<file path="src/design/conv_pkg.sv">
// conv_pkg
// Shared widths, fixed-point constants and controller states for the
// 3x3 convolution engine.

package conv_pkg;

  ////////////////////////////////////////////////////////////////////////////
  // data widths
  ////////////////////////////////////////////////////////////////////////////
  typedef logic signed [7:0]  pixel_t;     // feature, weight or bias
  typedef logic        [7:0]  mag_t;       // operand magnitude, 0..128
  typedef logic signed [15:0] prod_t;      // one signed product
  typedef logic signed [27:0] acc_t;       // accumulated window sum
  typedef logic        [7:0]  out_pixel_t; // rectified pixel, 0..127

  ////////////////////////////////////////////////////////////////////////////
  // fixed point
  ////////////////////////////////////////////////////////////////////////////
  // accumulator carries 6 more fraction bits than the bias
  localparam int FRAC_BITS = 6;
  localparam int OUT_MAX   = 127; // saturation ceiling

  // controller states
  typedef enum logic [1:0] {
    ST_IDLE,
    ST_COLLECT,
    ST_DRAIN
  } ctrl_state_t;

endpackage
</file>
<file path="src/design/conv_engine.sv">
// conv_engine
// Computes one output pixel per 3x3 window: controller, tap counter,
// pipelined MAC and requantization.

`timescale 1ns/1ps

module conv_engine #(
  parameter int N_TAPS = 9
) (
  input  logic                 clk,
  input  logic                 rstn,
  input  logic                 start,
  input  conv_pkg::pixel_t     bias,
  input  logic                 tap_valid,
  input  conv_pkg::pixel_t     feat,
  input  conv_pkg::pixel_t     weight,
  output logic                 out_valid,
  output conv_pkg::out_pixel_t out_pixel,
  output logic                 busy
);

  logic           win_open;
  logic           tap_accept;
  logic           tap_first;
  logic           tap_last;
  logic           acc_done;
  conv_pkg::acc_t acc;

  ////////////////////////////////////////////////////////////////////////////
  // control
  ////////////////////////////////////////////////////////////////////////////
  conv_ctrl u_ctrl (
    .clk        (clk),
    .rstn       (rstn),
    .start      (start),
    .tap_valid  (tap_valid),
    .tap_last   (tap_last),
    .acc_done   (acc_done),
    .win_open   (win_open),
    .tap_accept (tap_accept),
    .busy       (busy)
  );

  tap_counter #(
    .N_TAPS (N_TAPS)
  ) u_tap_counter (
    .clk        (clk),
    .rstn       (rstn),
    .clear      (win_open),
    .tap_accept (tap_accept),
    .tap_first  (tap_first),
    .tap_last   (tap_last)
  );

  ////////////////////////////////////////////////////////////////////////////
  // datapath
  ////////////////////////////////////////////////////////////////////////////
  mac_pipeline u_mac (
    .clk        (clk),
    .rstn       (rstn),
    .tap_accept (tap_accept),
    .tap_first  (tap_first),
    .tap_last   (tap_last),
    .feat       (feat),
    .weight     (weight),
    .acc_done   (acc_done),
    .acc        (acc)
  );

  requant_unit u_requant (
    .clk       (clk),
    .rstn      (rstn),
    .win_open  (win_open),
    .bias      (bias),
    .acc_done  (acc_done),
    .acc       (acc),
    .out_valid (out_valid),
    .out_pixel (out_pixel)
  );

endmodule

</file>
<file path="src/design/requant_unit.sv">
// requant_unit
// Adds the window bias at accumulator scale, then rectifies and saturates
// the sum to a 7-bit positive pixel.

`timescale 1ns/1ps

module requant_unit (
  input  logic                 clk,
  input  logic                 rstn,
  input  logic                 win_open,
  input  conv_pkg::pixel_t     bias,
  input  logic                 acc_done,
  input  conv_pkg::acc_t       acc,
  output logic                 out_valid,
  output conv_pkg::out_pixel_t out_pixel
);

  conv_pkg::pixel_t bias_q;
  conv_pkg::acc_t   sum;
  conv_pkg::acc_t   sum_int; // integer part of the biased sum

  always_ff @(posedge clk) begin
    if (win_open) bias_q <= bias; // held for the whole window
  end

  assign sum     = acc + (conv_pkg::acc_t'(bias_q) <<< conv_pkg::FRAC_BITS);
  assign sum_int = sum >>> conv_pkg::FRAC_BITS;

  always_ff @(posedge clk) begin
    if (acc_done) begin
      if (sum < 0)                         out_pixel <= '0; // relu
      else if (sum_int > conv_pkg::OUT_MAX) out_pixel <= conv_pkg::out_pixel_t'(conv_pkg::OUT_MAX);
      else                                 out_pixel <= conv_pkg::out_pixel_t'(sum_int);
    end
  end

  always_ff @(posedge clk) begin
    if (!rstn) begin
      out_valid <= 1'b0;
    end else begin
      out_valid <= acc_done;
    end
  end

endmodule

</file>
<file path="src/design/mac_pipeline.sv">
// mac_pipeline
// Four-stage signed 8x8 multiplier (magnitude, partial products, adder
// tree, sign restore) feeding a tagged accumulator. Several taps can be
// in flight at once.

`timescale 1ns/1ps

module mac_pipeline (
  input  logic             clk,
  input  logic             rstn,
  input  logic             tap_accept,
  input  logic             tap_first,
  input  logic             tap_last,
  input  conv_pkg::pixel_t feat,
  input  conv_pkg::pixel_t weight,
  output logic             acc_done,
  output conv_pkg::acc_t   acc
);

  conv_pkg::mag_t feat_mag;
  conv_pkg::mag_t weight_mag;

  // stage registers
  conv_pkg::mag_t pp_q [8];   // partial products of stage 1
  logic [9:0]     s2_q [4];   // pairwise sums, shift 1
  logic [11:0]    s3_q [2];   // pairwise sums, shift 2
  logic [15:0]    mag16;      // final unsigned sum, shift 4
  conv_pkg::prod_t prod_q;    // signed product of stage 4
  conv_pkg::acc_t  acc_q;

  logic [3:1] sign_q;
  logic [4:1] valid_q;
  logic [4:1] first_q;
  logic [4:1] last_q;

  ////////////////////////////////////////////////////////////////////////////
  // stage 1: magnitudes and partial products
  ////////////////////////////////////////////////////////////////////////////
  assign feat_mag   = feat[7]   ? conv_pkg::mag_t'(-feat)   : conv_pkg::mag_t'(feat);
  assign weight_mag = weight[7] ? conv_pkg::mag_t'(-weight) : conv_pkg::mag_t'(weight);

  always_ff @(posedge clk) begin
    for (int i = 0; i < 8; i++) begin
      pp_q[i] <= weight_mag[i] ? feat_mag : '0;
    end
    sign_q[1] <= feat[7] ^ weight[7];
  end

  ////////////////////////////////////////////////////////////////////////////
  // stages 2 and 3: adder tree
  ////////////////////////////////////////////////////////////////////////////
  always_ff @(posedge clk) begin
    for (int j = 0; j < 4; j++) begin
      s2_q[j] <= {2'b00, pp_q[2*j]} + {1'b0, pp_q[2*j+1], 1'b0};
    end
    for (int k = 0; k < 2; k++) begin
      s3_q[k] <= {2'b00, s2_q[2*k]} + {s2_q[2*k+1], 2'b00};
    end
    sign_q[2] <= sign_q[1];
    sign_q[3] <= sign_q[2];
  end

  ////////////////////////////////////////////////////////////////////////////
  // stage 4: last add and sign restore
  ////////////////////////////////////////////////////////////////////////////
  assign mag16 = {4'b0000, s3_q[0]} + {s3_q[1], 4'b0000};

  always_ff @(posedge clk) begin
    prod_q <= sign_q[3] ? conv_pkg::prod_t'(-mag16) : conv_pkg::prod_t'(mag16);
  end

  // tags travel beside the data, gated by valid at the entry
  always_ff @(posedge clk) begin
    if (!rstn) begin
      valid_q <= '0;
      first_q <= '0;
      last_q  <= '0;
    end else begin
      valid_q <= {valid_q[3:1], tap_accept};
      first_q <= {first_q[3:1], tap_accept & tap_first};
      last_q  <= {last_q[3:1],  tap_accept & tap_last};
    end
  end

  ////////////////////////////////////////////////////////////////////////////
  // accumulate
  ////////////////////////////////////////////////////////////////////////////
  always_ff @(posedge clk) begin
    if (valid_q[4]) begin
      if (first_q[4]) acc_q <= conv_pkg::acc_t'(prod_q);         // first tap loads
      else            acc_q <= acc_q + conv_pkg::acc_t'(prod_q);
    end
  end

  always_ff @(posedge clk) begin
    if (!rstn) begin
      acc_done <= 1'b0;
    end else begin
      acc_done <= valid_q[4] & last_q[4]; // window sum complete
    end
  end

  assign acc = acc_q;

  // tags that reach the accumulator always belong to a real tap
  a_tag_valid : assert property (@(posedge clk) disable iff (!rstn)
    (first_q[4] || last_q[4]) |-> valid_q[4])
    else $error("first/last tag without valid");

endmodule

</file>
<file path="src/design/conv_ctrl.sv">
// conv_ctrl
// Window controller. Opens a window on start, gates taps while collecting
// and waits for the accumulated result before going idle again.

`timescale 1ns/1ps

module conv_ctrl (
  input  logic clk,
  input  logic rstn,
  input  logic start,
  input  logic tap_valid,
  input  logic tap_last,
  input  logic acc_done,
  output logic win_open,
  output logic tap_accept,
  output logic busy
);

  conv_pkg::ctrl_state_t state_q;
  conv_pkg::ctrl_state_t state_d;

  ////////////////////////////////////////////////////////////////////////////
  // next state
  ////////////////////////////////////////////////////////////////////////////
  always_comb begin
    state_d = state_q;
    case (state_q)
      conv_pkg::ST_IDLE: begin
        if (start) state_d = conv_pkg::ST_COLLECT;
      end
      conv_pkg::ST_COLLECT: begin
        // window closes on the last accepted tap
        if (tap_accept && tap_last) state_d = conv_pkg::ST_DRAIN;
      end
      conv_pkg::ST_DRAIN: begin
        if (acc_done) state_d = conv_pkg::ST_IDLE; // lines up with out_valid
      end
      default: state_d = conv_pkg::ST_IDLE;
    endcase
  end

  always_ff @(posedge clk) begin
    if (!rstn) begin
      state_q <= conv_pkg::ST_IDLE;
    end else begin
      state_q <= state_d;
    end
  end

  ////////////////////////////////////////////////////////////////////////////
  // outputs
  ////////////////////////////////////////////////////////////////////////////
  assign win_open   = start && (state_q == conv_pkg::ST_IDLE);
  assign tap_accept = tap_valid && (state_q == conv_pkg::ST_COLLECT);
  assign busy       = (state_q != conv_pkg::ST_IDLE);

  // after any accepted tap the window is still open or draining
  a_tap_in_window : assert property (@(posedge clk) disable iff (!rstn)
    tap_accept |=> state_q inside {conv_pkg::ST_COLLECT, conv_pkg::ST_DRAIN})
    else $error("tap accepted outside a window");

  // the pipeline only reports a sum for a closed window
  a_done_in_drain : assert property (@(posedge clk) disable iff (!rstn)
    acc_done |-> state_q == conv_pkg::ST_DRAIN)
    else $error("acc_done outside ST_DRAIN");

endmodule

</file>
<file path="src/design/tap_counter.sv">
// tap_counter
// Counts the accepted taps of one window and flags the first and the
// last tap combinationally from the current index.

`timescale 1ns/1ps

module tap_counter #(
  parameter int N_TAPS = 9
) (
  input  logic clk,
  input  logic rstn,
  input  logic clear,
  input  logic tap_accept,
  output logic tap_first,
  output logic tap_last
);

  localparam int IDX_W = (N_TAPS > 1) ? $clog2(N_TAPS) : 1;
  localparam logic [IDX_W-1:0] IDX_LAST = IDX_W'(N_TAPS - 1);

  logic [IDX_W-1:0] idx_q;

  always_ff @(posedge clk) begin
    if (!rstn) begin
      idx_q <= '0;
    end else if (clear) begin
      idx_q <= '0; // new window
    end else if (tap_accept) begin
      if (idx_q == IDX_LAST) idx_q <= '0; // wrap after the last tap
      else                   idx_q <= idx_q + 1'b1;
    end
  end

  assign tap_first = (idx_q == '0);
  assign tap_last  = (idx_q == IDX_LAST);

  // the index must stay inside the window
  a_idx_range : assert property (@(posedge clk) disable iff (!rstn)
    idx_q <= IDX_LAST)
    else $error("tap index %0d beyond last tap", idx_q);

endmodule

</file>
<file path="config.mk">
export PLATFORM = sky130hd
export DESIGN_NAME = conv_engine
export DESIGN_NICKNAME = d
export VERILOG_FILES = /design/src/design/conv_pkg.sv /design/src/design/conv_engine.sv /design/src/design/requant_unit.sv /design/src/design/mac_pipeline.sv /design/src/design/conv_ctrl.sv /design/src/design/tap_counter.sv
export SDC_FILE = /design/constraint.sdc
export NUM_CORES = 1
export LEC_CHECK = 0
export BUFFER_PORTS_ARGS = -buffer_cell sky130_fd_sc_hd__clkbuf_2
export CAP_MARGIN = 20
export CORE_MARGIN = 2
export CORE_UTILIZATION = 26
export DETAILED_ROUTE_END_ITERATION = 10
export SETUP_SLACK_MARGIN = 0.3
export SLEW_MARGIN = 20
export SYNTH_ARGS = -nofsm -noshare
export SYNTH_HDL_FRONTEND = slang
export SYNTH_SLANG_ARGS = --single-unit
</file>
<file path="constraint.sdc">
create_clock -name clk -period 7 [get_ports clk]
set_input_delay 1.4 -clock clk [delete_from_list [all_inputs] [get_ports clk]]
set_output_delay 1.4 -clock clk [all_outputs]
set_load 0.005 [all_outputs]
</file>
==> results of run 1 <==
[logic make-up after synthesis]
kind of cell / after synthesis
DFF: 211
AOI/OAI and AO/OA: 278
other: 1
adders and majority gates: 114
buffers and inverters: 81
and+or+nand+nor: 289
xor gates and xnor gates: 99
muxes: 7
[cell usage after synthesis, drive strengths merged, types with 4 or more instances]
library cell	n
a211o	6
a211oi	10
a21o	31
a21oi	79
a31oi	5
and2	16
and3	8
clkbuf	12
dfxtp	167
edfxtp	44
fa	9
ha	105
inv	66
mux2i	4
nand2	67
nand2b	10
nand3	17
nand4	5
nor2	109
nor2b	13
nor3	11
nor4	7
o211ai	7
o21a	9
o21ai	67
o21bai	18
o22ai	5
o31a	4
o31ai	12
or3	5
xnor2	59
xor2	40
[state kept, by name, indices dropped and copies added (netlist names)]
| register | flops |
|---|---|
| u_mac.pp_q | 64 |
| u_mac.acc_done | 1 |
| u_mac.valid_q | 4 |
| u_requant.bias_q | 8 |
| u_requant.out_valid | 1 |
| u_ctrl.state_q | 2 |
| u_tap_counter.idx_q | 4 |
| u_mac.sign_q | 3 |
| u_mac.first_q | 4 |
| u_mac.last_q | 4 |
| u_mac.s3_q | 24 |
| u_mac.prod_q | 16 |
| u_mac.s2_q | 40 |
| u_requant.out_pixel | 8 |
| u_mac.acc | 28 |
[power groups by stage]
stage          clock network, W  logic (W)  registers [W]
5_1_grt                 0.00122    0.00130        0.00155
3_5_place_dp                  0    0.00112        0.00156
2_1_floorplan                 0   0.000918        0.00153
3_3_place_gp                  0    0.00109        0.00156
6_report                0.00113    0.00113        0.00153
4_1_cts                 0.00118    0.00113        0.00153
[worst max-delay path by stage]
stage                              from                      to  slack (ps)
finish                     u_mac.acc[6]  u_requant.out_pixel[5]        3590
global route        u_requant.bias_q[7]  u_requant.out_pixel[1]        3260
CTS                        u_mac.acc[6]  u_requant.out_pixel[6]        3590
detailed placement         u_mac.acc[6]  u_requant.out_pixel[6]        3590
global placement    u_requant.bias_q[7]  u_requant.out_pixel[5]        3620
floorplan                  u_mac.acc[6]  u_requant.out_pixel[0]        3960
[critical path, delay by kind of cell, from the launching register on]
family	cells	cell delay, ps
AO/OA/AOI/OAI	4	920
adder cells (fa/ha/maj)	2	690
multiplexers	1	240
AND/OR/NAND/NOR	3	900
flip-flops	1	390
[routing by layer]
layer | GRT usage | wire length (um) | share of wire
met5 | 0 | 0 | 0
met4 | 0.0232 | 499 | 0.024
met3 | 0.0155 | 622 | 0.030
met2 | 0.181 | 10100 | 0.49
met1 | 0.124 | 9300 | 0.45
[area by class of cell]
class | instances | area, sq um | share of cell area
inverters | 68 | 255 | 0.0210
flip-flops and latches | 211 | 4670 | 0.385
clock inverters | 6 | 48.8 | 0.00402
well taps | 532 | 666 | 0.0549
clock buffers | 35 | 661 | 0.0545
multi-input cells | 788 | 5640 | 0.465
repair buffers | 38 | 193 | 0.0159
[stage by stage]
step | area (sq um) | util | instances | setup slack (ps) | hold slack, ps
after floorplan | 10600 | - | 1080 | 3960 | 310
after global placement | 11400 | 0.282 | 1637 | 3620 | 310
after detailed placement | 11400 | 0.282 | 1637 | 3590 | 312
after CTS | 12100 | 0.299 | 1678 | 3590 | 323
after global routing | 12100 | 0.299 | 1678 | 3260 | 327
final | 12100 | 0.299 | 1678 | 3590 | 319
==> impl_metrics.json, run 1 <==
{
  "cts_tree": "yes",
  "worst_slew_pin_slew_ps": 1010,
  "power_frac_seq": 0.404,
  "grt_max_degree": 57,
  "coreArea_sq_mm": 0.0406,
  "synthAdderAreaFrac": 0.141,
  "synth_cell_types": 74,
  "antenna_found_initial": 0,
  "htree_levels": 1,
  "critical-path-max-stage-delay_ps": 500,
  "grt_usage": 0.100,
  "finalCritPeriodShare": 0.487,
  "synth_top_cells_by_area": "dfxtp_1 (32%), edfxtp_1 (12%), ha_1 (12%)",
  "cts-root-buf": "clkbuf_16",
  "synth.area.mux_share": 0.00696,
  "numCtsBuffers": 23,
  "hp-class": "reg -> reg",
  "drive_gt1_frac": 0.0785,
  "fin_nets": 1272,
  "nFillCells": 4234,
  "initial_utilization": 0.262,
  "ys_ff_latch": 211,
  "synth_compound_area_frac": 0.170,
  "synthesis.nets": 1222,
  "synth_cells": 1080,
  "cts_resized": 0,
  "outcome": "finished clean",
  "cts.sinks": 211,
  "yosysTopAreaCellShare": 0.315,
  "ff2ff_path_depth": 10,
  "rows": 74,
  "p_per_area_mw_per_mm2": 313,
  "relSlewSlack": 0.326,
  "hp-start": "u_mac.sign_q[2]",
  "dpl.hpwl_mm": 15.3,
  "async_flop_share": 0,
  "routed-via-count": 7508,
  "power_frac_comb": 0.297,
  "netlist_area_sq_mm": 0.0106,
  "die_h_um": 206,
  "postCtsSetupRepairBufs": 0,
  "arrival_ps": 3650,
  "num_io_pins": 38,
  "synth_seq_area_share": 0.440,
  "vdd_drop_max_v": 0.000186,
  "holdPathStages": 0,
  "grt_pass1_wl_mm": 35.5,
  "wl_per_cell_um": 12.2,
  "ys.flop_type": "dfxtp_1",
  "rsz0062_at_grt": "no",
  "area_growth_pct": 14.3,
  "dr.pass1.iters": 4,
  "synth_largest_area_cell": "dfxtp_1",
  "synth_xor_area_frac": 0.0817,
  "p_switching_w": 0.00120,
  "io_buffers": 37,
  "clk_pin_slew_ps": 60,
  "dieArea_sq_mm": 0.0424,
  "end_kind": "flip-flop",
  "synth-simple-area-share": 0.132,
  "ant_nets": 0,
  "final_cell_mix": "dfxtp_1 (166), nor2_1 (109), ha_1 (105)",
  "path_max_fanout": 7,
  "wirelength_mm": 20.5,
  "grt-ovfl-total": 0,
  "r2r-start": "u_mac.acc[6]",
  "min_period_ps": 3410,
  "postSynthAreaPerCell_sq_um": 9.83,
  "die-width_um": 206,
  "drt_iter0_markers": 278,
  "path_class": "reg -> reg",
  "synth_warnings": 0,
  "p_int_w": 0.00260,
  "fin_total_pwr_w": 0.00380,
  "crit_chain": "ha_1 -> fa_1 -> a211oi_1 -> o211ai_1 -> and4_1 -> o21ai_0 -> mux2i_1 -> nand4_1 -> nor4_4 -> a21oi_1",
  "min_to": "u_mac.sign_q[3]",
  "gp_congestion": 0.802,
  "synth_edf_count": 44,
  "setup.worst_path.start_class": "flip-flop",
  "num_antenna_cells": 0,
  "drc": 0,
  "slew_violations": 0,
  "clockBufferDepth": 3,
  "rrSetupSlack_ps": 3590,
  "r2r_end": "u_requant.out_pixel[5]",
  "final_common_cell": "dfxtp_1",
  "hold_violations": 0,
  "setup_viol": 0,
  "clkPwrFrac": 0.299,
  "drv_cap": 0,
  "cp.required_ps": 7240,
  "cts_hold_repair.buffers": 0,
  "leakagePower_nw": 5.15,
  "max_freq_ghz": 0.293,
  "fin_skew_ps": 8.45,
  "synth_top_family_by_area": "compound AO/OA/AOI/OAI gates",
  "tns_ps": 0,
  "avgViaCountPerCell": 4.47,
  "p_sw_frac": 0.316,
  "slowest_stage": "nor4_4",
  "clock_latency_ps": 520,
  "grt_pass1_vias": 7473
}
Power figures use the tool's default switching activity.
==> run 2, diff against run 1 <==
==> constraint.sdc (replaced) <==
create_clock -name clk -period 3.1 [get_ports clk]
set_input_delay 0.62 -clock clk [delete_from_list [all_inputs] [get_ports clk]]
set_output_delay 0.62 -clock clk [all_outputs]
set_load 0.005 [all_outputs]
==> run 2 against run 1 <==
Effect of this change:
- sequential share of layout area down 2.9 points
- critical path type unchanged
- combinational power rose to 2.7 times the previous value
- critical path depth increased by 1
- non-clock buffer count is 48 higher
- worst setup slack worse by 3500 ps
- wire length up 2.7%
- clock power is 140% higher
- clock skew rose by 7.4 ps
- maximum frequency up 15%
- first-iteration DRC count grew 19%
- global-route usage is 0.34 points lower
==> impl_metrics.json, run 2 (synthesis gave the netlist of run 1 again) <==
{
  "wirelength_mm": 21.1,
  "dieArea_sq_mm": 0.0424,
  "cts_hold_repair.buffers": 0,
  "grt_max_degree": 27,
  "holdPathStages": 1,
  "path_max_fanout": 8,
  "wl_per_cell_um": 12.2,
  "postPlaceCellArea_sq_mm": 0.0116,
  "rrSetupSlack_ps": 130,
  "rsz0062_at_grt": "yes",
  "crit_chain": "buf_12 -> buf_6 -> ha_4 -> nand2_1 -> or4_4 -> a21oi_2 -> o21a_1 -> o22ai_2 -> nor4_4 -> buf_4 -> a21oi_1",
  "outcome": "finished clean",
  "fin_nets": 1320,
  "r2r-start": "u_requant.bias_q[7]",
  "ant_nets": 0,
  "cp_top_family": "simple AND/OR/NAND/NOR gates",
  "grt_usage": 0.0966,
  "ff2ff_path_depth": 11,
  "critical-path-max-stage-delay_ps": 560,
  "path_buf_inv": 3,
  "relSlewSlack": 0.400,
  "setup_viol": 0,
  "clock_latency_ps": 520,
  "gp_congestion": 0.853,
  "worst_slew_pin_slew_ps": 898,
  "max_flop_register": "u_mac.pp_q",
  "slew_violations": 0,
  "num_antenna_cells": 0,
  "routed-via-count": 7712,
  "p_per_area_mw_per_mm2": 696,
  "drc": 0,
  "pre_cts_slack_ps": -132,
  "drive_gt1_frac": 0.182,
  "r2r_end": "u_requant.out_pixel[1]",
  "numCtsBuffers": 23,
  "finalCritPeriodShare": 0.957,
  "hp-class": "in -> reg",
  "drv_cap": 0,
  "grt_pass1_wl_mm": 34.3,
  "rows": 74,
  "fin_skew_ps": 15.9,
  "largest_register_ffs": 64,
  "antenna_found_initial": 0,
  "worst_slack_ps": 134,
  "arrival_ps": 3230,
  "slowest_stage": "or4_4",
  "setup.worst_path.start_class": "flip-flop",
  "max_freq_ghz": 0.337,
  "final_area_sq_mm": 0.0131,
  "dpl.hpwl_mm": 15.0,
  "end_kind": "flip-flop",
  "num_io_pins": 38,
  "min_period_ps": 2970,
  "final_core_util": 0.323,
  "leakagePower_nw": 5.49,
  "grt-ovfl-total": 0,
  "min_to": "u_requant.bias_q[6]",
  "die-width_um": 206,
  "avgViaCountPerCell": 4.47,
  "area_growth_pct": 23.6,
  "clk_pin_slew_ps": 60,
  "vdd_drop_max_v": 0.000484,
  "initial_utilization": 0.262,
  "cts-root-buf": "clkbuf_16",
  "grt_pass1_vias": 7453,
  "cts_tree": "yes",
  "dr.pass1.iters": 4,
  "die_h_um": 206,
  "cts.sinks": 211,
  "final_common_cell": "dfxtp_1",
  "hold_violations": 0,
  "final_cell_mix": "dfxtp_1 (167), nor2_1 (107), ha_1 (79)",
  "coreArea_sq_mm": 0.0406,
  "cp.required_ps": 3360,
  "nFillCells": 4117,
  "hp-start": "bias[6]",
  "drt_iter0_markers": 330,
  "io_buffers": 37,
  "path_class": "reg -> reg",
  "htree_levels": 1,
  "clockBufferDepth": 3
}
-- run 2: cell types whose count changed in the layout (fill, tap and decap cells not counted), sizes merged --
cell and delta:
buf +48, clkinv +6, inv -1, clkbuf -5
bufinv +1
-- run 2: area by class of cell --
class / instances / area, sq um / share of cell area
Clock buffer: 30 / 633 / 0.0483
Clock inverter: 12 / 110 / 0.00840
Inverter: 68 / 255 / 0.0195
Multi-Input combinational cell: 788 / 6210 / 0.474
Sequential cell: 211 / 4660 / 0.356
Tap cell: 532 / 666 / 0.0508
Timing Repair Buffer: 86 / 573 / 0.0437
-- run 2: what timing repair did --
action | 4_1_cts | 5_1_grt
pin swaps | 17 | 39
resized for setup | 36 | 66
buffers inserted | 11 | 21
endpoints found under the setup margin | 17 | 19
-- run 2: routing by layer --
metal / global-route usage / part of all wire
met1: 0.127 / 0.48
met5: 0 / 0
met4: 0.0298 / 0.024
met3: 0.0156 / 0.037
met2: 0.162 / 0.45
-- run 2: worst max path at each step --
stage,from,to,slack (ps),cells past startpoint
floorplan,u_requant.bias_q[7],u_requant.out_pixel[0],60,10
global route,u_mac.acc[7],u_requant.out_pixel[4],5,11
global placement,u_mac.acc[6],u_requant.out_pixel[0],-40,10
CTS,u_requant.bias_q[7],u_requant.out_pixel[1],150,11
finish,u_requant.bias_q[7],u_requant.out_pixel[1],130,11
detailed placement,u_mac.acc[6],u_requant.out_pixel[1],-130,10
-- run 2: report_power, final --
part / total (W) / internal [W] / switching [W]
combinational: 0.00300 / 0.00142 / 0.00158
sequential: 0.00347 / 0.00326 / 0.000210
clock: 0.00266 / 0.00154 / 0.00111
total: 0.00912 / 0.00622 / 0.00290
-- run 2: stage by stage --
step                      setup TNS [ps]  hold WS [ps]  cells  power, W
after floorplan                        0           310   1080   0.00553
after global placement              -283           311   1653   0.00601
after detailed placement            -789           312   1653   0.00606
after CTS                              0           280   1706   0.00889
after global routing                   0           274   1727   0.00974
final                                  0           290   1727   0.00912
